<file path="config.mk">
export PLATFORM = sky130hd
export DESIGN_NAME = regFile
export DESIGN_NICKNAME = d
export VERILOG_FILES = /design/src/logic/corePkg.sv /design/src/logic/regFile.sv
export SDC_FILE = /design/constraint.sdc
export NUM_CORES = 2
export LEC_CHECK = 0
export BUFFER_PORTS_ARGS = -buffer_cell sky130_fd_sc_hd__buf_2
export CAP_MARGIN = 20
export CORE_MARGIN = 2
export CORE_UTILIZATION = 30
export CTS_BUF_LIST = sky130_fd_sc_hd__clkbuf_4 sky130_fd_sc_hd__clkbuf_8
export DETAILED_ROUTE_END_ITERATION = 10
export GPL_TIMING_DRIVEN = 1
export SYNTH_ARGS = -nofsm -noshare
export SYNTH_HDL_FRONTEND = slang
export SYNTH_SLANG_ARGS = --single-unit
</file>
<file path="constraint.sdc">
create_clock -name clk -period 90.6 [get_ports clk]
set_input_delay 18.12 -clock clk [delete_from_list [all_inputs] [get_ports clk]]
set_output_delay 18.12 -clock clk [all_outputs]
set_load 0.05 [all_outputs]
</file>
<file path="src/logic/corePkg.sv">
`default_nettype none

package corePkg;

    localparam int XLen = 64;
    localparam logic [XLen-1:0] ResetPc = '0;

    //////////////////////////////
    // major opcodes.
    localparam logic [6:0] OpReg    = 7'b0110011;
    localparam logic [6:0] OpImm    = 7'b0010011;
    localparam logic [6:0] OpBranch = 7'b1100011;

    localparam logic [2:0] F3AddSub = 3'b000;
    localparam logic [2:0] F3Xor    = 3'b100;
    localparam logic [2:0] F3Or     = 3'b110;
    localparam logic [2:0] F3And    = 3'b111;
    localparam logic [2:0] F3Beq    = 3'b000;
    localparam logic [2:0] F3Bne    = 3'b001;

    localparam logic [6:0] F7Base = 7'b0000000;
    localparam logic [6:0] F7Sub  = 7'b0100000; // sub only, alongside funct3 000.

    //////////////////////////////
    // one instruction word, two field layouts.
    typedef union packed {
        struct packed {
            logic [6:0] funct7;
            logic [4:0] rs2;
            logic [4:0] rs1;
            logic [2:0] funct3;
            logic [4:0] rd;
            logic [6:0] opcode;
        } rType;
        struct packed {
            logic [11:0] imm12;     // b-type keeps rs2 in the low five bits.
            logic [4:0]  rs1;
            logic [2:0]  funct3;
            logic [4:0]  rd;        // b-type offset bits 4:1 and 11.
            logic [6:0]  opcode;
        } ibType;
    } instrWord;

    typedef enum logic [2:0] {
        AluAdd,
        AluSub,
        AluAnd,
        AluOr,
        AluXor
    } aluOp;

endpackage

`default_nettype wire

</file>
<file path="src/logic/regFile.sv">
`timescale 1ns/1ns
`default_nettype none

module regFile (
    input  logic                        clk,
    input  logic                        rst,
    input  logic [4:0]                  rs1Addr,
    input  logic [4:0]                  rs2Addr,
    output logic [corePkg::XLen-1:0]    rs1Data,
    output logic [corePkg::XLen-1:0]    rs2Data,
    input  logic                        writeEn,
    input  logic [4:0]                  writeAddr,
    input  logic [corePkg::XLen-1:0]    writeData
);

    logic [corePkg::XLen-1:0] regs [1:31]; // x0 has no storage.

    always_ff @(posedge clk or posedge rst) begin
        if (rst) begin
            for (int i = 1; i < 32; i++) begin
                regs[i] <= '0;
            end
        end else if (writeEn && writeAddr != 5'd0) begin
            regs[writeAddr] <= writeData;
        end
    end

    // x0 reads as zero.
    assign rs1Data = (rs1Addr == 5'd0) ? '0 : regs[rs1Addr];
    assign rs2Data = (rs2Addr == 5'd0) ? '0 : regs[rs2Addr];

endmodule

`default_nettype wire

</file>
# Word-level counts from Yosys, hierarchy flattened

Cells that the tools add are included.

Input port bits: 82
Output and inout bits: 128
Register bits after elaboration: 1984

Mux-type cells: 11
Bitwise logic cells: 3
Magnitude comparators: 4
Reductions and logical operators: 5

Operators with widths:

| kind                                                | count |
|---|---|
| bitwise mux 1984 bit                                | 1 |
| binary-select mux 64 bit (select 5 bit)             | 2 |
| 2-to-1 mux 64 bit                                   | 7 |
| demux 64 bit (select 5 bit)                         | 1 |
| >= comparator 6 bit (second input constant)         | 3 |
| NOT 5 -> 6 bit                                      | 3 |
| zero test 5 bit                                     | 2 |
| < comparator 6 x 1 -> 1 bit (second input constant) | 1 |
| nonzero test 5 bit                                  | 1 |
| logical AND 1 bit                                   | 2 |

# Logic depth before layout (Yosys ltp)

Depth after elaboration: 6
Depth in mapped cells: 9

# Least setup slack after synthesis

OpenSTA, ideal clock, no wires.

Path kind: input to output
From: input rs1Addr[2]
To: output rs1Data[12] in the netlist's numbering
Arrival: 20.747 ns
Required time: 72.480 ns
Path slack: 51.733 ns
Buffers on the path: 4
Stages: 7
Cells stage by stage: buf_4 > buf_4 > buf_4 > nand3_1 > clkbuf_1 > o22ai_1 > nor4_1

Cells in the longest elaborated chain, start to end: 5
Elaborated cells between the ends (all ways): 6

RTL lines:

| what                                                 | RTL line      | RTL |
|---|---|---|
| start: declaration                                   | regFile.sv:7  | `input logic [4:0] rs1Addr,` |
| NOT 5 -> 6 bit (not written as such)                 | regFile.sv:29 | `assign rs1Data = (rs1Addr == 5'd0) ? '0 : regs[rs1Addr];` |
| binary-select mux 64 bit (select 5 bit)              | regFile.sv:29 |  |
| 2-to-1 mux 64 bit (not written as such) (2 in a row) | regFile.sv:29 |  |
| 2-to-1 mux 64 bit (*)                                | regFile.sv:29 |  |
| end: declaration                                     | regFile.sv:9  | `output logic [corePkg::XLen-1:0] rs1Data,` |

Every way passes the cells marked *; elsewhere a longest branch is shown, timed or not. The select of a mux whose other input is x is not followed.

# Worst setup path after layout

From: input rs1Addr[0]
To: output rs1Data[1] in the netlist's numbering

Same word-level chain as after synthesis.

==> reports/qor.txt <==
Final Hold Viols - 0
Yosys cell types - 49
Reg2Reg Launch Point - regs[1248]$_DFFE_PP0P_
Sequential share of the synthesized area - 0.471
PwrDens - 22.3 nW/um2
Final hold slack - 0.510 ns
R2R Path End - regs[1248]$_DFFE_PP0P_
Top Registers - regs: 1984 flops
Hold bufs inserted after CTS - 0
I/O Buffers - 209
Synth area leader - dfrtp_1
First-pass GRT wire length - 533 mm
Overall Power - 2.61 mW
Arrival @ worst endpoint - 22.93 ns
Synthesized area - 105000 um2
Met2 wire length - 178 mm
Slew HR - 0.176
Top reg by flops - regs
H-tree levels - 5
Cell mode on critical path - buf_4
Flop pwr share - 0.456
Clock slew at reported path FFs - 0.06 ns
Io pins - 210
Post-CTS Setup Bufs - 0
Syn_nets - 7118
Hold/Removal Path Class - reg -> reg
Vias in the first global route - 72.1k
# clock sinks - 1984
Area of the multi-input gates - 52500 um2
Avg Vias per Cell - 5.83
Comb pwr share - 0.224
RePlAce Congestion - 0.795
Min setup slack post-route - 49.55 ns
Initial antenna violation count - 57
Setup violation total in the final timing report - 0
Via count - 68.8k
Clock power frac - 0.320
Worst path slowest cell - buf_4
R2r worst-path depth - 1
Area grow syn2layout - 11.3%
Yosys reg bits - 1984
Ys flop type - dfrtp_1
Nets - 7061
Layout cells sized above 1 - 0.550
TritonCTS clock tree - built
Syn_area_per_cell - 15.0 um2
Yosys top cell area share - 0.471
Worst-Skew Late Latency - 0.99 ns
R2R setup slack - 89.77 ns
Cell area after layout - 117000 um2
Syn Inst Count - 7036
Initial DRC Count - 6314
Crit-path cells - buf_8 -> buf_4 -> buf_4 -> buf_4 -> mux4_2 -> nand2_1 -> a21oi_1 -> a21oi_1 -> o221ai_1 -> buf_2
Hpwl dp - 208 mm
Skew final - 0 ns
Num CTS Buffers - 327
RSZ-0062 raised after global routing - false
Hold depth - 1
Worst-Margin Slew - 1.24 ns
Top Metal Used - met5
Post_cts resized - 0
Net switching power - 772 uW
Synth warnings - 0
Tcrit/Tclk final - 0.453
CTS Buffer Depth - 4
Die footprint - 356000 um2
ANT nets after route - 0
Required @ worst endpoint - 72.48 ns
Fmax - 0.0244 GHz
Non-Filler Instances - 11.8k
Drt total wl - 372 mm
Critical Path End Type - primary output
Std-Cell Rows - 217
Met3 Wirelength - 29.6 mm
CP Class - in -> out
Most common cell in the netlist - mux2_2
CP Launch Type - input pin
Reg area - 49600 um2
Pre-CTS setup slack - 49.32 ns
Tmin final - 41.05 ns
Status - finished clean
Leakage - 50.0 nW
# placed instances - 11.2k
Synth area leaders - dfrtp_1 47%, mux2_2 22%, mux4_2 19%
Die Ht - 597 um
Fin util - 0.336
Fraction of power spent switching nets - 0.296
Fraction of registers with async set/reset - 1.00
Tot GR Track Use - 0.204
Worst vdd ir - 0.0123 mV
Root buf cell - clkbuf_8
CP max FO - 48
Top cells by count, synth - 2083 x mux2_2, 1984 x dfrtp_1, 871 x mux4_2, 362 x clkbuf_1, 323 x buf_2
DRC errors left - 0
Largest net degree at the start of global routing - 165
Fillers - 33.8k
Die span in x - 597 um
Number of flops mapped to enable cells by yosys - 0
Hold Path End - regs[1222]$_DFFE_PP0P_
TritonRoute pass-1 iters - 8
DRT met1 WL - 149 mm
Number of flip-flops in the largest register - 1984
Placed Area - 110000 um2
Setup_tns - 0 ns
Global route overflow - 0
Wirelength per Cell - 31.5 um
Number of max-cap violations - 0
Core Area - 350000 um2
CP startpoint - rs1Addr[0]
Final Max Slew Viols - 0
P_int - 1.84 mW
Hold path startpoint - regs[1222]$_DFFE_PP0P_
CP peak stage delay - 0.89 ns
Starting Density - 0.302
cell families after synthesis:
kind of cell,Yosys count,share of synthesized area
multiplexers,3257,0.438
flip-flops,1984,0.471
buffers and inverters,770,0.0341
AO/OA/AOI/OAI,574,0.0377
AND/OR/NAND/NOR,451,0.0194
cells in the final DEF (no fill, tap or decap), drive strengths merged, types with 2 or more instances in the layout:
cell type | Yosys | routed
a211oi | 33 | 33
a21oi | 108 | 108
a221o | 3 | 3
a221oi | 52 | 52
a22o | 9 | 9
a22oi | 97 | 97
a311oi | 21 | 21
a31oi | 29 | 29
and2 | 15 | 15
buf | 405 | 381
bufinv | 0 | 2
clkbuf | 363 | 533
clkinv | 0 | 14
clkinvlp | 0 | 5
dfrtp | 1984 | 1984
diode | 0 | 11
inv | 2 | 3
mux2 | 2136 | 2136
mux2i | 250 | 250
mux4 | 871 | 871
nand2 | 152 | 152
nand2b | 7 | 7
nand3 | 6 | 6
nand3b | 4 | 4
nor2 | 154 | 154
nor2b | 26 | 26
nor3 | 65 | 65
nor3b | 4 | 4
nor4 | 12 | 12
o211ai | 3 | 3
o21ai | 78 | 78
o221ai | 69 | 69
o22ai | 69 | 69
or2 | 3 | 3
worst max-delay path: cells and delay by family:
family	cells	cell delay [ns]
AOI/OAI and AO/OA	3	0.68
muxes	1	0.59
and+or+nand+nor	1	0.10
buffers and inverters	5	3.27
how the worst max path moves through the flow:
stage                                      to  slack, ns  cells past startpoint
after floorplan           regs[0]$_DFFE_PP0P_      16.44                      1
after global placement             rs1Data[4]      49.06                     10
after detailed placement           rs1Data[1]      49.32                     10
after CTS                          rs1Data[1]      49.31                     10
after global routing               rs1Data[1]      49.15                     10
final                              rs1Data[1]      49.55                     10
final cells by class:
type	instances	share of cell area
well taps	4599	0.0490
clock buffers	532	0.0559
multi-input cells	4282	0.448
flip-flops and latches	1984	0.423
diodes	11	0.000235
inverters	2	0.000139
clock inverters	22	0.00157
repair buffers	382	0.0226
per-layer routing:
metal / vias up / GRT usage
li1: 27100 / -
met1: 37700 / 0.265
met2: 3268 / 0.333
met3: 795 / 0.0431
met4: 18 / 0.0809
met5: - / 0
power by group through the flow:
stage / logic, mW / clock network, mW / registers (mW)
global route: 0.623 / 0.892 / 1.21
finish: 0.584 / 0.837 / 1.19
CTS: 0.587 / 0.851 / 1.18
detailed placement: 0.586 / 0 / 1.20
global placement: 0.572 / 0 / 1.18
floorplan: 0.465 / 0 / 1.16
(Power assumes the default switching activity.)
