$ cat src/logic/corePkg.sv
`default_nettype none

package corePkg;

    localparam int XLen = 64;
    localparam logic [XLen-1:0] ResetPc = '0;

    //////////////////////////////
    // major opcodes.
    localparam logic [6:0] OpReg    = 7'b0110011;
    localparam logic [6:0] OpImm    = 7'b0010011;
    localparam logic [6:0] OpBranch = 7'b1100011;

    localparam logic [2:0] F3AddSub = 3'b000;
    localparam logic [2:0] F3Xor    = 3'b100;
    localparam logic [2:0] F3Or     = 3'b110;
    localparam logic [2:0] F3And    = 3'b111;
    localparam logic [2:0] F3Beq    = 3'b000;
    localparam logic [2:0] F3Bne    = 3'b001;

    localparam logic [6:0] F7Base = 7'b0000000;
    localparam logic [6:0] F7Sub  = 7'b0100000; // sub only, alongside funct3 000.

    //////////////////////////////
    // one instruction word, two field layouts.
    typedef union packed {
        struct packed {
            logic [6:0] funct7;
            logic [4:0] rs2;
            logic [4:0] rs1;
            logic [2:0] funct3;
            logic [4:0] rd;
            logic [6:0] opcode;
        } rType;
        struct packed {
            logic [11:0] imm12;     // b-type keeps rs2 in the low five bits.
            logic [4:0]  rs1;
            logic [2:0]  funct3;
            logic [4:0]  rd;        // b-type offset bits 4:1 and 11.
            logic [6:0]  opcode;
        } ibType;
    } instrWord;

    typedef enum logic [2:0] {
        AluAdd,
        AluSub,
        AluAnd,
        AluOr,
        AluXor
    } aluOp;

endpackage

`default_nettype wire

$ cat src/logic/commitStage.sv
`timescale 1ns/1ns
`default_nettype none

module commitStage (
    input  logic                        clk,
    input  logic                        rst,
    input  logic                        exValid,
    input  logic [corePkg::XLen-1:0]    exPc,
    input  logic [4:0]                  exRd,
    input  logic                        exWrite,
    input  logic [corePkg::XLen-1:0]    exData,
    output logic                        exReady,
    output logic                        fwdValid,
    output logic [4:0]                  fwdRd,
    output logic [corePkg::XLen-1:0]    fwdData,
    output logic                        rfWriteEn,
    output logic [4:0]                  rfWriteAddr,
    output logic [corePkg::XLen-1:0]    rfWriteData,
    output logic                        commitValid,
    output logic [corePkg::XLen-1:0]    commitPc,
    output logic [4:0]                  commitRd,
    output logic [corePkg::XLen-1:0]    commitData,
    input  logic                        commitReady
);

    logic accept;

    assign exReady = !commitValid || commitReady;
    assign accept = exValid && exReady;

    always_ff @(posedge clk or posedge rst) begin
        if (rst) begin
            commitValid <= 1'b0;
        end else if (accept) begin
            commitValid <= 1'b1;
        end else if (commitReady) begin
            commitValid <= 1'b0;
        end
    end

    always_ff @(posedge clk) begin
        if (accept) begin
            commitPc <= exPc;
            commitRd <= exRd;     // already zero for branches and x0.
            commitData <= exData;
        end
    end

    // the register file takes the result on the entry edge.
    assign rfWriteEn = accept && exWrite && exRd != 5'd0;
    assign rfWriteAddr = exRd;
    assign rfWriteData = exData;

    // bypass for the result written on that same edge.
    assign fwdValid = exValid && exWrite;
    assign fwdRd = exRd;
    assign fwdData = exData;

endmodule

`default_nettype wire

$ cat config.mk
export PLATFORM = sky130hd
export DESIGN_NAME = commitStage
export DESIGN_NICKNAME = d
export VERILOG_FILES = /design/src/logic/corePkg.sv /design/src/logic/commitStage.sv
export SDC_FILE = /design/constraint.sdc
export NUM_CORES = 1
export LEC_CHECK = 0
export ABC_AREA = 1
export BUFFER_PORTS_ARGS = -buffer_cell sky130_fd_sc_hd__buf_2
export CAP_MARGIN = 0
export CORE_AREA = 3 3 158 160
export DETAILED_ROUTE_END_ITERATION = 12
export DIE_AREA = 0 0 161 163
export GPL_TIMING_DRIVEN = 0
export HOLD_SLACK_MARGIN = 0.02
export PLACE_DENSITY = 0.46
export SYNTH_ARGS = -nofsm -noshare
export SYNTH_HDL_FRONTEND = slang
export SYNTH_SLANG_ARGS = --single-unit
$ cat constraint.sdc
create_clock -name clk -period 19.9 [get_ports clk]
set_input_delay 2.985 -clock clk [delete_from_list [all_inputs] [get_ports clk]]
set_output_delay 2.985 -clock clk [all_outputs]
set_load 0.05 [all_outputs]
# ---- Word-level counts from Yosys, hierarchy flattened
# Index checks and enable logic that the tools add are counted.
dict set report totals {
  regBits 134
  elab_cells 14
  mem_count 0
  rom_bits 0
  latchBits 0
  ramBits 0
}
dict set report classes {
  muxes 2
  shift 0
  reduce_logical 8
  n_bitwise 0
  magnitude_cmp 0
  addsub 0
  n_mul 0
  eq_ne 0
  div_mod_pow 0
}
# cell count
set op_table {}
lappend op_table {{$reduce_bool A5 Y1} 1}
lappend op_table {{$logic_and A1 B1 Y1} 4}
lappend op_table {{$mux W1} 2}
lappend op_table {{$reduce_bool A2 Y1} 1}
lappend op_table {{$logic_not A1 Y1} 1}
lappend op_table {{$logic_or A1 B1 Y1} 1}

# ---- Depth between registers and ports, before layout
# Gate-level depths: netlist of run 1.
dict set report logic_depth {
  ltp_word 5
  ltp_mapped 4
}

# ---- Least setup slack after synthesis of run 1
# Ideal clock, no wire load.
dict set report synth_timing {
  path_kind {input-to-reg}
  start {in exValid}
  end {reg commitData[0] (netlist name), enable pin}
  stages 2
  path_slack_ns 9.803
  setup_ns 0.668
  t_arrival_ns 9.429
  required_time_ns 19.232
  n_path_buf 0
  path_cell_list {inv_1 -> a21oi_1}
}
dict set report synth_between {
  elab_chain_len 1
}
# item line_no
set synth_rtl {}
lappend synth_rtl {{start, declared} commitStage.sv:7} ;# input logic exValid,
lappend synth_rtl {{$logic_and A1 B1 Y1} commitStage.sv:29} ;# assign accept = exValid && exReady;
lappend synth_rtl {{named net accept} commitStage.sv:26} ;# logic accept;
lappend synth_rtl {{end signal, assigned} commitStage.sv:45} ;# commitData <= exData;
lappend synth_rtl {{end, declared} commitStage.sv:22} ;# output logic [corePkg::XLen-1:0] commitData,
# The timed path passes the listed nets, and every way through them passes these cells.
# A chain may end at the register's enable or synchronous reset.

# ---- Worst setup path in the final report of run 1
dict set report layout_timing {
  start {in exRd[4]}
  end {out rfWriteEn}
}
dict set report layout_between {
  elab_chain_len 2
}
# item line_no
set layout_rtl {}
lappend layout_rtl {{start, declared} commitStage.sv:9} ;# input logic [4:0] exRd,
lappend layout_rtl {{$reduce_bool A5 Y1} commitStage.sv:50} ;# assign rfWriteEn = accept && exWrite && exRd != 5'd0;
lappend layout_rtl {{$logic_and A1 B1 Y1} commitStage.sv:50}
lappend layout_rtl {{end, declared} commitStage.sv:16} ;# output logic rfWriteEn,
# Every way passes these cells.

==> impl_results.md, run 1 <==
- Status: finished, final reports clean
- RSZ-0062 raised after global routing: no
- Global-route wire length before repair: 21.47 mm
- Die Footprint: 26240 µm²
- Largest fanout on the critical path: 4
- CTS Buffer Depth: 2
- Wire per inst: between 10 and 15 µm
- Worst path required time: about 17000 ps
- Post-CTS Setup Repair Bufs: 0
- Placer Congestion: approximately 0.72
- Setup ws final: about 13000 ps
- Post-Route WL: between 10 and 15 mm
- Sequential power share: 39.6%
- Critical path origin: exRd[4]
- Grt ovf: 0
- Clock power share: a little under two fifths
- Area contributors post-synth: edfxtp_1 78%, buf_4 20%, dfrtp_1 0.49%
- Max cap viols: 0
- Synth top area share: 77.80%
- Fmax: ~150 MHz
- Initial DRT Pass Iterations: 3
- Cell family with the largest share of critical-path delay: buffers and inverters
- Commonest non-fill, non-tap cell in the layout: buf_2
- CTS sink cnt: around 130
- CTS tree: done
- Worst setup path class: in2out
- Cell taking the most area after synthesis: edfxtp_1
- Synth-to-layout area growth: 62.00%
- Root Driver: clkbuf_16
- Die extent in x: around 160 µm
- Clk pin slew, worst setup/hold paths: about 60 ps
- Endpoints failing setup: 0
- Share of cells above drive strength 1: roughly four fifths
- H-tree depth: 4
- CP max stage delay: around 280 ps
- Cell Area, Synth: between 5000 and 6000 µm²
- CP Launch Type: primary input
- Reg-to-Reg Start: commitValid$_DFFE_PP0P_
- Final hold viol count: 0
- Core area: roughly 24000 µm²
- Yosys warnings: 0
- Starting DRT DRC Count: 99
- Initial antenna violation count: 0
- Remaining antenna violation count: 0
- Diode count: 0
- Lkg Pwr: around 4 nW
- Num CTS Buffers: 17
- Gate power share: about 22%
- Syn Nets: roughly 430
- # hold bufs at CTS: 0
- Fin area: roughly 8300 µm²
- Layout Utilization: about a third
- Slew at the pin closest to its max-slew limit: 593.0 ps
- Tot Pwr: between 0.8 and 0.9 mW
- HP Class: reg2reg
- Fin Setup TNS: 0 ps
- Crit end category: primary output
- Part of the Yosys area used for sequential elements: between 70% and 80%
- Crit path arrival time: 3650 ps
- Latest clock arrival within the worst-skew pair: just over 400 ps
- Starting density of the core: approximately 22%
- Vias in the first global route: ~3600
- CP max-delay cell: buf_2
- Cells along the critical path: buf_2, inv_1, nand2_1, nor2_1, nor2_1, buf_2
- Most frequent cells in the layout: 412 x buf_2, 138 x buf_4, 133 x edfxtp_1
- Min cycle time layout: 6631 ps
- Fillers: around 2400
- Internal power: 0.5767 mW
- Final nets: 863
- Worst slew margin: just over 60%
- Number of remaining DRC errors: 0
- Worst clock skew: just over 9 ps
- Crit share post-route: 33.32%
- DP Area: 7714 µm²
- Net Sw Power: between 0.2 and 0.3 mW
- Net Sw Frac: ~31%
- Power Density: 101.0 nW/µm²
- Io pins: ~410
- Via-per-instance ratio: 3.429
- Total GRT Usage: a little over a tenth
- Hold Startpoint: commitValid$_DFFE_PP0P_
- Seq cells post-synth: 134
- Peak supply drop: 42.22 µV
- Synth unique cells: 10
- Final HPWL DP: approximately 12 mm
- Fin. max-slew vios: 0
- Cells after Synth: about 290
- Synthesized area per cell: ~18 µm²
- PortBufs: ~410
- # rows: between 50 and 60
- Cts repair resizes: 0
- Setup WS pre-CTS: 13230 ps
- Die Ht: 163 µm
- Detailed-route via count: 3624
- Largest net degree at the start of global routing: 30
- Bufs and invs on worst path: 3
cells by family after synthesis:
group,synth area share [%]
AND/OR/NAND/NOR,0.9260
buffers and inverters,20.69
flip-flops,78.28
AO/OA/AOI/OAI,0.09740
cell type report:
| class | instances | area [µm²] | share of cell area (%) |
|---|---|---|---|
| sequential | 134 | 4019 | 48.32 |
| timing repair buffer | 417 | 2170 | 26.09 |
| inverter | 7 | 26.28 | 0.3159 |
| clock inverter | 13 | 170.2 | 2.046 |
| clock buffer | 19 | 432.9 | 5.205 |
| buffer | 138 | 1036 | 12.46 |
| tap | 319 | 399.1 | 4.799 |
| multi-input combinational | 10 | 63.81 | 0.7673 |
through the flow:
stage	cells	hold WS, ps
global placement	1020	550.0
CTS	1057	639.8
finish	1057	625.4
global route	1057	695.8
detailed placement	1025	622.4
floorplan	289	946.9
power by group through the flow:
stage / Clock [mW] / Combinational [mW] / Sequential [mW]
final: 0.322 / 0.186 / 0.332
after global routing: 0.349 / 0.193 / 0.334
after global placement: 0 / 0.184 / 0.344
after CTS: 0.335 / 0.188 / 0.333
after detailed placement: 0 / 0.188 / 0.339
after floorplan: 0 / 0.0819 / 0.396
synth_stat cells (all sizes together):
library cell	instances
buf	138
edfxtp	133
inv	7
nand2	5
nor2	3
a21oi	1
dfrtp	1
nand3	1
final timing paths:
check / end / slack [ps] / cells after the start
hold / removal: commitValid$_DFFE_PP0P_ / 630 / 2
setup / recovery: rfWriteEn / 13270 / 6
setup reg to reg: commitData[57]$_DFFE_PP_ / 17950 / 4
max in group asynchronous: commitValid$_DFFE_PP0P_ / 17410 / 2
min in group asynchronous: commitValid$_DFFE_PP0P_ / 2400 / 2
hold reg to reg: commitValid$_DFFE_PP0P_ / 630 / 2
state kept, by name, summed over array words and instances, names as in the netlist:
signal       count
commitValid      1
commitRd         5
commitPc        64
commitData      64
worst register-to-register path, cell delays in order (launching register included):
cell and delay, ps:
dfrtp_1 450, a21oi_4 540, buf_12 280, buf_16 180
buf_12 200
metal layers:
layer	routed length [µm]	GRT usage, %	vias to the layer above	share of wire (%)
li1	-	-	1750	-
met3	1617	5.137	7	11
met1	5667	12.11	1619	38
met5	0	0	-	0
met2	7536	18.65	248	50
met4	153	3.520	0	1.0
No activity file was read; power rests on OpenSTA's default activity.
==> run 2: changes to the inputs <==
Settings changed: ABC_AREA 1 to 0.
Clock period 19.9 ns to 6.9 ns, I/O delays scaled along.
==> impl_results.md, run 2 <==
- Status: finished, final reports clean
- Peak supply drop: 122.2 µV (+190%)
- Grt ovf: 0 (unchanged)
- Crit path depth: 4 (-2)
- H-tree depth: 4 (unchanged)
- # hold bufs at CTS: 0 (unchanged)
- Async set or reset register ratio after synthesis: 0.7463% (unchanged)
- Core area: 23540 µm² (unchanged)
- Crit path arrival time: 2090 ps (-1560 ps)
- Number of remaining DRC errors: 0 (unchanged)
- Vias in the first global route: 3461 (-2.7%)
- Cells after Synth: 279 (-3.5%)
- # rows: 56 (unchanged)
- Syn Nets: 417 (-2.3%)
- Remaining antenna violation count: 0 (unchanged)
- Global-route wire length before repair: 20.51 mm (-4.5%)
- Cells along the critical path: buf_2, or4_1, o211a_1, buf_2
- Cts repair resizes: 0 (unchanged)
- Worst setup path class: in2out
- Final hold viol count: 0 (unchanged)
- Post-Route WL: 14.78 mm (-1.3%)
- PortBufs: 412 (unchanged)
- CTS tree: done
- Fillers: 2373 (-0.63%)
- Total GRT Usage: 10.63% (-0.30 points)
- Max cap viols: 0 (unchanged)
- Cell taking the most area after synthesis: edfxtp_1
- Diode count: 0 (unchanged)
- Fin Setup TNS: 0 ps (unchanged)
- Fin. max-slew vios: 0 (unchanged)
- Fmax: about 320 MHz
- RSZ-0062 raised after global routing: no
- Initial DRT Pass Iterations: 4 (+1)
- CP Launch Type: primary input
- Die extent in x: 161 µm (unchanged)
- Reg-to-Reg Start: commitValid$_DFFE_PP0P_
- Commonest non-fill, non-tap cell in the layout: buf_2
- Worst path required time: 5860 ps (-11050 ps)
- HP Class: in2async
- Min cycle time layout: between 3000 and 4000 ps
- Worst slew margin: 76.01% (+16 points)
- Die Footprint: 26240 µm² (unchanged)
- Num CTS Buffers: 17 (unchanged)
- Largest net degree at the start of global routing: 68 (+130%)
- CP max stage delay: 510 ps (+230 ps)
- Slew at the pin closest to its max-slew limit: 359.9 ps (-233.1 ps)
- Post-CTS Setup Repair Bufs: 0 (unchanged)
- Root Driver: clkbuf_16
- Latest clock arrival within the worst-skew pair: 410 ps (about the same)
- CP most frequent cell: buf_2
- Starting density of the core: 21.67% (-0.14 points)
- Lkg Pwr: 3.924 nW (-0.92%)
- Via-per-instance ratio: 3.446 (+0.52%)
- Largest fanout on the critical path: 4 (unchanged)
- Hold slack: 445.5 ps (-179.9 ps)
- Power Density: 301.8 nW/µm² (+200%)
- Yosys warnings: 0 (unchanged)
- Cell family with the largest share of critical-path delay: simple AND/OR/NAND/NOR gates
- Crit share post-route: between 40 and 50%
- Wire per inst: 14.19 µm (+0.13%)
- CTS Buffer Depth: 2 (unchanged)
- CTS sink cnt: 134 (unchanged)
- R2R Path End: commitPc[10]$_DFFE_PP_
- Share of cells above drive strength 1: 80.50% (+0.69 points)
- Area contributors post-synth: edfxtp_1 78%, buf_4 20%, dfrtp_1 0.49%
- Final HPWL DP: 11.72 mm (-3.8%)
- Synth top area share: 78.29% (+0.50 points)
- Endpoints failing setup: 0 (unchanged)
- Clk pin slew, worst setup/hold paths: 60 ps (about the same)
- Io pins: 413 (unchanged)
- Top flop regs: commitData x64, commitPc x64, commitRd x5
- Placer Congestion: 0.7215 (+0.67%)
- Count leader, synth: buf_4
- CP max-delay cell: or4_1
- Post-synth EDFFs: 133 (unchanged)
- Synth top cells by count: 138 x buf_4, 133 x edfxtp_1, 2 x and2_1, 2 x nand2b_1
- Bufs and invs on worst path: 2 (-1)
- Synth unique cells: 8 (-2)
- Tot Pwr: 2.498 mW (+200%)
- Most frequent cells in the layout: 412 x buf_2, 138 x buf_4, 133 x edfxtp_1
- Starting DRT DRC Count: 115 (+16%)
- Detailed-route via count: 3591 (-0.91%)
- Die Ht: 163 µm (unchanged)
- Critical path origin: exRd[0]
- Reg2Reg Depth: 4 (unchanged)
- R2r setup slk: 5060 ps (-12890 ps)
- Part of the Yosys area used for sequential elements: 78.78% (+0.50 points)
- Worst clock skew: 9.683 ps (+0.4702 ps)
- Synthesized area per cell: 18.28 µm² (+2.9%)
- Cell Area, Synth: 5101 µm² (-0.63%)
- Initial antenna violation count: 6 (+6)
- Synth Flop Type: edfxtp_1
- Synth-to-layout area growth: 62.28%
- Final nets: 850 (-1.5%)
- Crit end category: primary output
- Worst setup path end: rfWriteEn
- Seq cells post-synth: 134 (unchanged)
[run 2: metal layers]
layer | track usage [%] | part of all wire, %
met5 | 0 | 0.39
met1 | 11.10 | 36
met2 | 18.88 | 51
met4 | 3.168 | 0.97
met3 | 5.264 | 11
[run 2: worst reg2reg max path, delay by kind of cell, from the launching register on]
kind | cells | cell delay, ps
flip-flops | 1 | 400
buffers and inverters | 2 | 640
AND/OR/NAND/NOR | 2 | 380
[run 2: how the worst min path moves through the flow]
stage / start / to / slack [ps]
after floorplan: rst / commitValid$_DFFE_PP0P_ / 760
after global placement: commitValid$_DFFE_PP0P_ / commitValid$_DFFE_PP0P_ / 590
after detailed placement: commitValid$_DFFE_PP0P_ / commitValid$_DFFE_PP0P_ / 620
after CTS: rst / commitValid$_DFFE_PP0P_ / 410
after global routing: rst / commitValid$_DFFE_PP0P_ / 410
final: rst / commitValid$_DFFE_PP0P_ / 450
[run 2: cell type report]
type	instances	area, µm²	share of cell area [%]
sequential	134	4019	48.55
clock buffer	18	429.2	5.184
inverter	1	3.754	0.04534
timing repair buffer	414	2117	25.57
buffer	138	1036	12.52
tap	319	399.1	4.822
multi-input combinational	6	45.04	0.5441
clock inverter	12	229.0	2.766
[run 2: report_power, final]
group          leakage (nW)  total, mW  internal (mW)  switching [mW]
Combinational          2.34      0.528          0.136           0.392
Clock                 0.308       1.01          0.675           0.336
Sequential             1.28      0.959          0.950         0.00936
Total                  3.92       2.50           1.76           0.737
[run 2: through the flow]
stage               setup slack (ps)  cell area, µm²  util, %  std cells
floorplan                       1747            5101        -        279
global placement               377.7            7562    32.12       1010
detailed placement              3771            7620    32.37       1012
CTS                             3768            8278    35.16       1042
global route                    3753            8278    35.16       1042
finish                          3774            8278    35.16       1042
[run 2: cells by family after synthesis]
family	Yosys count	share of synthesized area, %
flops	134	78.78
buf+inv	139	20.38
compound gates	1	0.1962
simple gates	5	0.6377
