==> src/logic/corePkg.sv <==
`default_nettype none

package corePkg;

    localparam int XLen = 64;
    localparam logic [XLen-1:0] ResetPc = '0;

    //////////////////////////////
    // major opcodes.
    localparam logic [6:0] OpReg    = 7'b0110011;
    localparam logic [6:0] OpImm    = 7'b0010011;
    localparam logic [6:0] OpBranch = 7'b1100011;

    localparam logic [2:0] F3AddSub = 3'b000;
    localparam logic [2:0] F3Xor    = 3'b100;
    localparam logic [2:0] F3Or     = 3'b110;
    localparam logic [2:0] F3And    = 3'b111;
    localparam logic [2:0] F3Beq    = 3'b000;
    localparam logic [2:0] F3Bne    = 3'b001;

    localparam logic [6:0] F7Base = 7'b0000000;
    localparam logic [6:0] F7Sub  = 7'b0100000; // sub only, alongside funct3 000.

    //////////////////////////////
    // one instruction word, two field layouts.
    typedef union packed {
        struct packed {
            logic [6:0] funct7;
            logic [4:0] rs2;
            logic [4:0] rs1;
            logic [2:0] funct3;
            logic [4:0] rd;
            logic [6:0] opcode;
        } rType;
        struct packed {
            logic [11:0] imm12;     // b-type keeps rs2 in the low five bits.
            logic [4:0]  rs1;
            logic [2:0]  funct3;
            logic [4:0]  rd;        // b-type offset bits 4:1 and 11.
            logic [6:0]  opcode;
        } ibType;
    } instrWord;

    typedef enum logic [2:0] {
        AluAdd,
        AluSub,
        AluAnd,
        AluOr,
        AluXor
    } aluOp;

endpackage

`default_nettype wire

==> src/logic/executeStage.sv <==
`timescale 1ns/1ns
`default_nettype none

module executeStage (
    input  logic                        clk,
    input  logic                        rst,
    input  logic                        instValid,
    input  logic [corePkg::XLen-1:0]    instPc,
    input  corePkg::instrWord           instWord,
    output logic                        instReady,
    output logic [4:0]                  rs1Addr,
    output logic [4:0]                  rs2Addr,
    input  logic [corePkg::XLen-1:0]    rs1Data,
    input  logic [corePkg::XLen-1:0]    rs2Data,
    input  logic                        fwdValid,
    input  logic [4:0]                  fwdRd,
    input  logic [corePkg::XLen-1:0]    fwdData,
    output logic                        redirectValid,
    output logic [corePkg::XLen-1:0]    redirectPc,
    output logic                        exValid,
    output logic [corePkg::XLen-1:0]    exPc,
    output logic [4:0]                  exRd,
    output logic                        exWrite,
    output logic [corePkg::XLen-1:0]    exData,
    input  logic                        exReady
);

    logic [corePkg::XLen-1:0] op1, op2, operandB, aluResult;
    logic [corePkg::XLen-1:0] immI, immB, target, targetR;
    corePkg::aluOp op;
    logic writes;
    logic isBranch;
    logic taken;
    logic takenR;
    logic accept;

    assign rs1Addr = instWord.rType.rs1;
    assign rs2Addr = instWord.rType.rs2; // same bits as the b-type rs2.

    //////////////////////////////
    // operands.
    assign op1 = (fwdValid && rs1Addr != 5'd0 && fwdRd == rs1Addr) ? fwdData : rs1Data;
    assign op2 = (fwdValid && rs2Addr != 5'd0 && fwdRd == rs2Addr) ? fwdData : rs2Data;

    assign immI = {{(corePkg::XLen-12){instWord.ibType.imm12[11]}}, instWord.ibType.imm12};
    assign immB = {{(corePkg::XLen-13){instWord.ibType.imm12[11]}},
                   instWord.ibType.imm12[11], instWord.ibType.rd[0],
                   instWord.ibType.imm12[10:5], instWord.ibType.rd[4:1], 1'b0};

    //////////////////////////////
    // decode.
    always_comb begin
        op = corePkg::AluAdd;
        operandB = op2;
        writes = 1'b0;
        isBranch = 1'b0;
        case (instWord.rType.opcode)
            corePkg::OpReg: begin
                writes = (instWord.rType.funct7 == corePkg::F7Base);
                case (instWord.rType.funct3)
                    corePkg::F3AddSub: begin
                        if (instWord.rType.funct7 == corePkg::F7Sub) begin
                            op = corePkg::AluSub;
                            writes = 1'b1;
                        end
                    end
                    corePkg::F3Xor: op = corePkg::AluXor;
                    corePkg::F3Or:  op = corePkg::AluOr;
                    corePkg::F3And: op = corePkg::AluAnd;
                    default: writes = 1'b0; // shifts and compares are not supported.
                endcase
            end
            corePkg::OpImm: begin
                operandB = immI;
                writes = 1'b1;
                case (instWord.ibType.funct3)
                    corePkg::F3AddSub: op = corePkg::AluAdd;
                    corePkg::F3Xor:    op = corePkg::AluXor;
                    corePkg::F3Or:     op = corePkg::AluOr;
                    corePkg::F3And:    op = corePkg::AluAnd;
                    default: writes = 1'b0;
                endcase
            end
            corePkg::OpBranch: begin
                isBranch = (instWord.ibType.funct3 == corePkg::F3Beq) ||
                           (instWord.ibType.funct3 == corePkg::F3Bne);
            end
            default: ; // anything else retires as a no-op.
        endcase
        if (instWord.rType.rd == 5'd0) writes = 1'b0;
    end

    always_comb begin
        case (op)
            corePkg::AluSub: aluResult = op1 - operandB;
            corePkg::AluAnd: aluResult = op1 & operandB;
            corePkg::AluOr:  aluResult = op1 | operandB;
            corePkg::AluXor: aluResult = op1 ^ operandB;
            default:         aluResult = op1 + operandB;
        endcase
    end

    assign taken = isBranch && ((instWord.ibType.funct3 == corePkg::F3Beq) ?
                                (op1 == op2) : (op1 != op2));
    assign target = instPc + immB;

    // hold off the wrong-path instruction while the redirect is out.
    assign instReady = (!exValid || exReady) && !takenR;
    assign accept = instValid && instReady;

    //////////////////////////////
    // execute register.
    always_ff @(posedge clk or posedge rst) begin
        if (rst) begin
            exValid <= 1'b0;
            takenR <= 1'b0;
        end else begin
            takenR <= accept && taken; // one cycle only.
            if (accept) exValid <= 1'b1;
            else if (exReady) exValid <= 1'b0;
        end
    end

    always_ff @(posedge clk) begin
        if (accept) begin
            exPc <= instPc;
            exRd <= writes ? instWord.rType.rd : 5'd0;
            exWrite <= writes;
            exData <= writes ? aluResult : '0;
            targetR <= target;
        end
    end

    assign redirectValid = takenR;
    assign redirectPc = targetR;

endmodule

`default_nettype wire

==> config.mk <==
export PLATFORM = sky130hd
export DESIGN_NAME = executeStage
export DESIGN_NICKNAME = d
export VERILOG_FILES = /design/src/logic/corePkg.sv /design/src/logic/executeStage.sv
export SDC_FILE = /design/constraint.sdc
export NUM_CORES = 1
export LEC_CHECK = 0
export BUFFER_PORTS_ARGS = -buffer_cell sky130_fd_sc_hd__clkbuf_2
export CORE_ASPECT_RATIO = 1.2
export CORE_MARGIN = 5
export CORE_UTILIZATION = 40
export CTS_BUF_LIST = sky130_fd_sc_hd__clkbuf_8
export CTS_CLUSTER_DIAMETER = 120
export CTS_CLUSTER_SIZE = 12
export DETAILED_ROUTE_END_ITERATION = 12
export PLACE_DENSITY = 0.74
export SYNTH_ARGS = -nofsm -noshare
export SYNTH_HDL_FRONTEND = slang
export SYNTH_SLANG_ARGS = --single-unit
==> constraint.sdc <==
create_clock -name clk -period 4.4 [get_ports clk]
set_input_delay 0.44 -clock clk [delete_from_list [all_inputs] [get_ports clk]]
set_output_delay 0.44 -clock clk [all_outputs]
set_load 0.05 [all_outputs]
After elaboration in Yosys (flattened, before gate mapping)
Index checks and enable logic that the tools add are counted.
{"block": "totals", "reg_bits": 200, "latchBits": 0, "mem_bits_rw": 0, "romBits": 0, "inputBits": 298, "out_inout_bits": 211, "word_cells": 66, "mem_count": 0}
{"block": "op_classes", "n_addsub": 3, "n_mul": 0, "n_div": 0, "magnitude_cmp": 0, "n_eq_ne": 16, "shift": 0, "muxes": 17, "bitwise": 3, "reduce_logical": 20}
{"operator": "$pmux W64 S4", "n": 1}
{"operator": "$mux W64", "n": 3}
{"operator": "$add A64 B64 Y64", "n": 2}
{"operator": "$and A64 B64 Y64", "n": 1}
{"operator": "$eq A64 B64 Y1", "n": 1}
{"operator": "$ne A64 B64 Y1", "n": 1}
{"operator": "$or A64 B64 Y64", "n": 1}
{"operator": "$sub A64 B64 Y64", "n": 1}
{"operator": "$xor A64 B64 Y64", "n": 1}
{"operator": "$eq A7 B6 Y1 const B", "n": 2}
{"operator": "$eq A3 B3 Y1 const B", "n": 4}
{"operator": "$pmux W3 S4", "n": 1}
{"operator": "$eq A5 B5 Y1", "n": 2}
{"operator": "$reduce_bool A5 Y1", "n": 2}
{"operator": "$pmux W3 S3", "n": 1}
{"operator": "$logic_and A1 B1 Y1", "n": 8}
{"operator": "$mux W1", "n": 8}
{"operator": "$eq A7 B5 Y1 const B", "n": 1}
{"operator": "$eq A7 B7 Y1 const B", "n": 1}
{"operator": "$logic_not A7 Y1", "n": 1}
{"operator": "$eq A3 B1 Y1 const B", "n": 2}
{"operator": "$eq A3 B2 Y1 const B", "n": 2}
{"operator": "$pmux W3 S2", "n": 1}
{"operator": "$logic_not A5 Y1", "n": 1}
{"operator": "other kinds (7)", "n": 10}

Longest topological paths before layout
Gate-level depths: netlist (run 1).
{"block": "logic_depth", "ltp_word": 8, "ltp_mapped": 32, "ltp_nobuf": 27}

Worst setup path after synthesis (run 1)
Ideal clock, no wire load.
{"block": "synth_timing", "path_kind": "input -> register", "start": "input instWord[4] (netlist name)", "end": "register exData[47] (netlist name), data pin", "setup_time_ps": 266, "arrival_ps": 6405, "required_time_ps": 4134, "slack_ps": -2271, "stages": 31, "path_buffers": 7, "path_cell_list": "or3b_1 or2_1 clkbuf_1 clkbuf_1 clkbuf_1 buf_1 clkbuf_1 clkbuf_1 nand2_1 o21ai_0 ha_1 o21ai_1 or3_4 nand3b_1 a211oi_2 nor2_1 a22oi_1 ha_1 clkbuf_1 a21oi_1 o21ai_0 a21oi_1 o21ai_0 and3_1 or4_1 a31o_2 a31oi_1 o211ai_1 xor2_1 a222oi_1 nor2_1"}
{"block": "synth_between", "elab_chain_len": 4, "elab_cells_between_ends": 16, "classes_between": "add/sub: 2; eq/ne: 6; mux: 5; bitwise: 3"}
{"item": "start, declared", "line_no": "executeStage.sv:9", "text": "input corePkg::instrWord instWord,"}
{"item": "$eq A7 B5 Y1 / $eq A7 B6 Y1 (equally long branches)", "line_no": "executeStage.sv:57", "text": "case (instWord.rType.opcode)"}
{"item": "$mux W64 / $pmux W3 S2 (equally long branches)", "line_no": "executeStage.sv:57"}
{"item": "$add A64 B64 Y64, or another cell as far along", "line_no": "executeStage.sv:99", "text": "default: aluResult = op1 + operandB;"}
{"item": "$pmux W64 S4", "line_no": "executeStage.sv:94", "text": "case (op)"}
{"item": "end signal, assigned", "line_no": "executeStage.sv:129", "text": "exData <= writes ? aluResult : '0;"}
{"item": "end, declared", "line_no": "executeStage.sv:24", "text": "output logic [corePkg::XLen-1:0] exData,"}
Parallel ways exist; a longest one is shown, timed or not.
A chain may end at the register's enable or synchronous reset.

Worst setup path after layout (run 1)
{"block": "layout_timing", "start": "input fwdRd[3]", "end": "register exData[54] (netlist name), data pin"}
{"block": "layout_between", "elab_chain_len": 6, "elab_cells_between_ends": 13, "classes_between": "add/sub: 2; eq/ne: 2; mux: 4; bitwise: 3; reduce/logical: 2"}
{"item": "start, declared", "line_no": "executeStage.sv:16", "text": "input logic [4:0] fwdRd,"}
{"item": "$eq A5 B5 Y1", "line_no": "executeStage.sv:43", "text": "assign op2 = (fwdValid && rs2Addr != 5'd0 && fwdRd == rs2Addr) ? fwdData : rs2Data;"}
{"item": "$logic_and A1 B1 Y1", "line_no": "executeStage.sv:43"}
{"item": "$mux W64", "line_no": "executeStage.sv:43"}
{"item": "$mux W64", "line_no": "executeStage.sv:57"}
{"item": "$add A64 B64 Y64, or another cell as far along", "line_no": "executeStage.sv:99"}
{"item": "$pmux W64 S4 (*)", "line_no": "executeStage.sv:94"}
Every way passes the cells marked *; elsewhere a longest branch is shown, timed or not.

==> impl_metrics.toml, run 1 <==
[timing]
clock-skew-final_ns = 0.0226
timing.fmax_mhz = 188
final-max-slew-violation-count = 0
final_min_period_over_clock_period_pct = 121
finalHoldViolations = 0
slew_headroom_pct = 33.4
grt_setup_unrepaired = "true"
layout_min_cycle_time_ns = 5.33
setup_ws_post_layout_ns = -0.933
finalHoldWorstSlack_ns = 0.0442
total_of_endpoints_with_negative_setup_slack_in_the_final_report = 48
tns_ns = -30.88
max_slew.worst_pin.slew_ns = 1.00

[worst_hold_path]
holdCritStartpoint = "instPc[56]"
worstHoldPathCells = 1
worst_hold_path.endpoint = "exPc[56]"
hold_class = "in2reg"

[synthesis]
synth_top_area_share_pct = 27.0
yosys.area_share.xor_xnor_pct = 10.0
synth.top_cells.by_area = "edfxtp_1 (27%), ha_1 (14%), xnor2_1 (6.7%), mux2i_1 (5.7%), a21oi_1 (4.8%)"
synth_top_cell_by_area = "edfxtp_1"
post-synth-top-count-cell = "ha_1"
ys.warnings.count = 0
synth-compound-area-share_pct = 21.6
mappedNetlistNets = 3080
sequential_share_of_the_synthesized_area_pct = 27.2
synth_top_family_by_area = "compound AO/OA/AOI/OAI gates"
netlist-cell-type-count = 87
synth-simple-area-share_pct = 14.8
postSynth.asyncResetShare_pct = 1.01
syn_area_per_cell_um2 = 8.68
synthAdderAreaFrac_pct = 14.7
dominantRegCellSynth = "edfxtp_1"
synth_mux_area_share_pct = 6.07
synth_cells = 2526
synth-seq-cells = 199
synth-edff-count = 197
synth.top_cells.by_count = "ha_1 (254), a21oi_1 (210), nand2_1 (201), edfxtp_1 (197), nor2_1 (175)"
synthesis.area_um2 = 21900

[clocking]
tritoncts.num_buffers = 17
cts_htree_levels = 4
clk_pin_slew_worst_paths_ns = 0.13
cts.path.max_buffers = 2
tritoncts_clock_tree = "done"
tritoncts_num_sinks = 199
insertion_delay_ns = 0.60
root_buffer = "clkbuf_8"

[setup_path]
critPathRequiredTime_ns = 4.73
timing.critical_path.to_type = "register"
crit-reg2reg-capture = "exPc[62]"
cpMaxStageDelayCell = "o311a_4"
timing.critical_path.slowest_cell_delay_ns = 0.42
timing.rr.start = "exValid"
worstSetupStartpointType = "input pin"
cpLargestDelayFamily = "compound AO/OA/AOI/OAI gates"
cp_max_fo = 4
crit_arrival_ns = 5.67
timing.reg2reg.setup_slack_ns = 2.22
critical_path_class = "in2reg"
critical_path.most_common_cell = "buf_6"
worst-r2r-cell-count = 4
cp_num_buf_inv = 8

[pwr]
cellPowerDensity_nw_per_um2 = 236
vdd_ir_drop_max_uv = 279
power.static_leakage_nw = 16.8

[placement]
port-buffer-count = 508
finalWeightedCongestion = 1.03
hpwl_after_dpl_um = 81400
placedInstanceArea_um2 = 31400
place_ws_ns = -2.10

[drt]
drc_errors = 0
via_per_inst = 5.61
via_count = 25600
drt.antenna.violating_nets = 0
drt_pass1_iterations = 9
routed_wire_length_per_instance_um = 22.2
detailedRoute.firstIterationViolations = 2207
total_wirelength_of_the_detailed_routed_design_um = 101000

[global_routing]
antenna_found_initial = 8
grt-ovfl-total = 0
grt_pass1_wl_um = 148000
largest_net_degree_at_the_start_of_global_routing = 167
track_usage_pct = 32.3
number_of_global_route_vias_before_repair = 25600

[final_layout]
finalNetCount = 4389
layout-area-overhead-vs-synth_pct = 54.3
drive_above_1_share_pct = 42.7
finalInstanceArea_um2 = 33900
num-fill-cells = 4566

[die]
die-area_um2 = 59600
die_h_um = 267
core_region_area_um2 = 54600
initial_utilization_pct = 40.2
io-pin-count = 509
std_cell_rows = 94
fp.dieW_um = 224

[job]
max_cap_viol_count = 0

[run_status]
violated_checks = "negative setup slack"
run_status = "finished, violations left"
cell usage in the layout, fill, tap and decap left out, drive strengths merged, types with 8 or more instances in the layout:
cell type / n
buf: 879
clkbuf: 523
ha: 254
a21oi: 210
nand2: 202
edfxtp: 197
inv: 181
nor2: 177
xnor2: 167
o21ai: 167
mux2i: 127
a21o: 98
xor2: 84
nor3: 53
a222oi: 43
nand3: 40
nor4: 36
nand4: 29
dlygate4sd3: 28
a31oi: 25
o21bai: 23
and3: 22
o31ai: 22
and2: 20
o21a: 18
or3: 17
nor2b: 16
or4: 16
a211oi: 14
o221ai: 13
a22oi: 11
nand2b: 10
or2: 9
a211o: 8
o41ai: 8
how the worst max path moves through the flow:
stage           startpoint          to  depth (start not counted)  slack, ns
5_1_grt           fwdRd[3]  exData[54]                         30      -1.14
4_1_cts         fwdData[7]  exData[47]                         23      -0.84
6_report          fwdRd[3]  exData[54]                         30      -0.93
3_5_place_dp   fwdData[10]  exData[43]                         25      -2.10
3_3_place_gp   fwdData[10]  exData[43]                         24      -1.95
2_1_floorplan  instWord[6]  exData[47]                         32      -1.54
power by group:
group / switching [W] / total [W] / internal, W
logic: 0.00239 / 0.00420 / 0.00181
clock network: 0.000967 / 0.00145 / 0.000481
registers: 0.0000479 / 0.00233 / 0.00228
total: 0.00341 / 0.00797 / 0.00456
registers in the layout, indices dropped and copies added (netlist names):
name           count
exValid            1
exData            64
exWrite            1
redirectPc        63
redirectValid      1
exRd               5
exPc              64
metrics by stage:
| stage | util (%) | power (W) | cells |
|---|---|---|---|
| finish | 62.0 | 0.00797 | 4571 |
| global route | 62.0 | 0.00833 | 4570 |
| CTS | 60.5 | 0.00780 | 4539 |
| detailed placement | 57.5 | 0.00616 | 4455 |
| global placement | 57.5 | 0.00612 | 4455 |
| floorplan | - | 0.00446 | 2526 |
routing by layer:
metal	global-route usage (%)	wire length, um	vias up
met2	56.1	48700	1315
met3	7.31	9170	332
met1	36.2	36400	12000
met4	19.3	7050	8
li1	-	-	12000
met5	0	44	-
final cells by class:
type                       instances  area, um^2  area share (%)
antenna                            3        7.51          0.0222
timing repair buffer            1414        9760            28.8
clock inverter                    15         238           0.702
tap                              720         901            2.66
inverter                         172         649            1.92
multi-input combinational       2031       16100            47.6
sequential                       199        5970            17.6
clock buffer                      17         234           0.691
timing repair:
item,4_1_cts,5_1_grt
pin swaps,79,104
gates resized for setup,143,133
hold buffers,28,0
buffers inserted,26,35
cloned,1,1
endpoints found under the hold margin,29,0
endpoints found under the setup margin,48,54
worst register-to-register path, delay by kind of cell, from the launching register on:
kind / cells / cell delay (ns)
AO/OA/AOI/OAI: 1 / 0.24
buffers and inverters: 2 / 0.67
flip-flops: 1 / 0.45
AND/OR/NAND/NOR: 1 / 0.20
cells by family after synthesis:
kind of cell	count (synthesis)
XOR/XNOR	251
flip-flops	199
AND/OR/NAND/NOR	666
multiplexers	132
buffers and inverters	296
adder cells (fa/ha/maj)	256
AO/OA/AOI/OAI	726
(Power assumes the default switching activity.)
==> inputs of run 2 (changes only) <==
- GPL_TIMING_DRIVEN: default -> 0
- SLEW_MARGIN: default -> 10
==> run 2 against run 1 <==
  * The run still ends with negative setup slack left
  * Register-to-register slack got worse by 0.21 ns
  * Sequential share of layout area is 2.9 points higher
  * Routed wire length rose by 5.1%
  * Final cell count decreased by 13%
  * Fmax decreased by 14%
  * Sequential cell count stayed put
  * Die area unchanged
  * Critical path depth increased by 3
  * Count of clock-buffer cells in the layout unchanged
  * Combinational power decreased by 15%
  * Via count decreased by 5.7%
  * Largest cell class unchanged
==> impl_metrics.toml, run 2 (synthesized netlist as in run 1, its figures left out) <==
[run_status]
violated_checks = "negative setup slack"
run_status = "finished, violations left"

[setup_path]
worstSetupStartpointType = "input pin"
cp_max_fo = 7
critPathRequiredTime_ns = 4.76
timing.critical_path.to_type = "register"
crit_arrival_ns = 6.58
cpMaxStageDelayCell = "or4_4"
timing.critical_path.slowest_cell_delay_ns = 0.59
critical_path_class = "in2reg"

[timing]
finalHoldViolations = 0
timing.fmax_mhz = 161
final-max-slew-violation-count = 0
finalHoldWorstSlack_ns = 0.0609
layout_min_cycle_time_ns = 6.22
final_min_period_over_clock_period_pct = 141
total_of_endpoints_with_negative_setup_slack_in_the_final_report = 52
max_slew.worst_pin.slew_ns = 1.22
setup_ws_post_layout_ns = -1.82
tns_ns = -61.52
clock-skew-final_ns = 0.0393
grt_setup_unrepaired = "true"
slew_headroom_pct = 18.7

[placement]
hpwl_after_dpl_um = 83200
finalWeightedCongestion = 1.09
place_ws_ns = -4.46
port-buffer-count = 507

[final_layout]
layout-area-overhead-vs-synth_pct = 32.5
drive_above_1_share_pct = 30.0
fin_util_pct = 53.3
regArea_um2 = 5970
layout_common_cells = "clkbuf_2 (500), ha_1 (244), edfxtp_1 (197)"
final_common_cell = "clkbuf_2"
num-fill-cells = 5099
multiInputGateArea_um2 = 16000
finalNetCount = 3768

[global_routing]
track_usage_pct = 33.6
grt_pass1_wl_um = 149000
largest_net_degree_at_the_start_of_global_routing = 57
antenna_found_initial = 12
grt-ovfl-total = 0
number_of_global_route_vias_before_repair = 23300

[drt]
via_count = 24200
drt.antenna.violating_nets = 0
total_wirelength_of_the_detailed_routed_design_um = 107000
routed_wire_length_per_instance_um = 26.9
via_per_inst = 6.11
drt_pass1_iterations = 8
detailedRoute.firstIterationViolations = 2947
drc_errors = 0

[pwr]
cellPowerDensity_nw_per_um2 = 252
total_power_w = 0.00732
vdd_ir_drop_max_uv = 292
power.static_leakage_nw = 13.6

[die]
fp.dieW_um = 224
core_region_area_um2 = 54600
die_h_um = 267
std_cell_rows = 94
die-area_um2 = 59600
io-pin-count = 509
initial_utilization_pct = 40.2

[clocking]
clk_pin_slew_worst_paths_ns = 0.15
root_buffer = "clkbuf_8"
insertion_delay_ns = 0.60
tritoncts_clock_tree = "done"
cts.path.max_buffers = 2
tritoncts_num_sinks = 199
cts_htree_levels = 4
tritoncts.num_buffers = 17

[worst_hold_path]
hold_class = "in2reg"

[job]
max_cap_viol_count = 0
==> run 2: cell types whose count changed in the layout (fill, tap and decap cells not counted), moves of 8 or more <==
cell and delta:
ha_2 +9, xnor2_1 +8, buf_6 -15, clkbuf_4 +9, buf_4 -700, clkbuf_1 +58
==> run 2: final timing paths <==
path / start / to / slack, ns / depth (start not counted)
hold / removal: instPc[36] / exPc[36] / 0.06 / 1
max in group asynchronous: rst / redirectValid / 4.06 / 3
setup reg to reg: redirectValid / exPc[51] / 2.01 / 6
min in group asynchronous: rst / exValid / 0.21 / 3
hold reg to reg: exValid / exValid / 0.53 / 1
setup / recovery: instWord[6] / exData[47] / -1.82 / 33
==> run 2: worst max-delay path, delay by kind of cell <==
| kind | cells | cell delay [ns] |
|---|---|---|
| AOI/OAI and AO/OA | 9 | 1.69 |
| xor gates and xnor gates | 2 | 0.23 |
| adders and majority gates | 2 | 0.55 |
| buffers and inverters | 12 | 1.65 |
| and+or+nand+nor | 8 | 1.99 |
==> run 2: stage by stage <==
step | area [um^2] | cells
floorplan | 22300 | 2526
global placement | 25700 | 3753
detailed placement | 25800 | 3760
CTS | 28500 | 3921
global route | 29100 | 3951
finish | 29100 | 3955
==> run 2: power breakdown <==
group | internal [W] | leakage, nW | switching (W)
Clock | 0.000483 | 0.234 | 0.000970
Sequential | 0.00227 | 1.94 | 0.0000407
Combinational | 0.00126 | 11.4 | 0.00229
Total | 0.00402 | 13.6 | 0.00330
==> run 2: area by class of cell <==
class,instances,area share (%)
Tap cell,720,3.10
Buffer,119,3.28
Antenna cell,8,0.0689
Clock buffer,17,0.805
Timing Repair Buffer,674,14.0
Clock inverter,15,0.814
Sequential cell,199,20.5
Inverter,172,2.26
Multi-Input combinational cell,2031,55.1
==> run 2: per-layer routing <==
metal,vias to the layer above,GRT usage (%),routed length (um),share of wire [%]
met1,11300,37.9,37300,35
met3,473,9.21,11700,11
met2,1724,54.8,48000,45
li1,10700,-,-,-
met5,-,0,64,0.060
met4,8,23.8,9460,8.9
==> run 2: timing repair <==
action                     4_1_cts  5_1_grt
hold endpoints to repair        29        0
pin swaps                      107       79
hold buffers                    28        0
setup endpoints to repair       63       56
resized for setup              262       89
buffers inserted               105       32
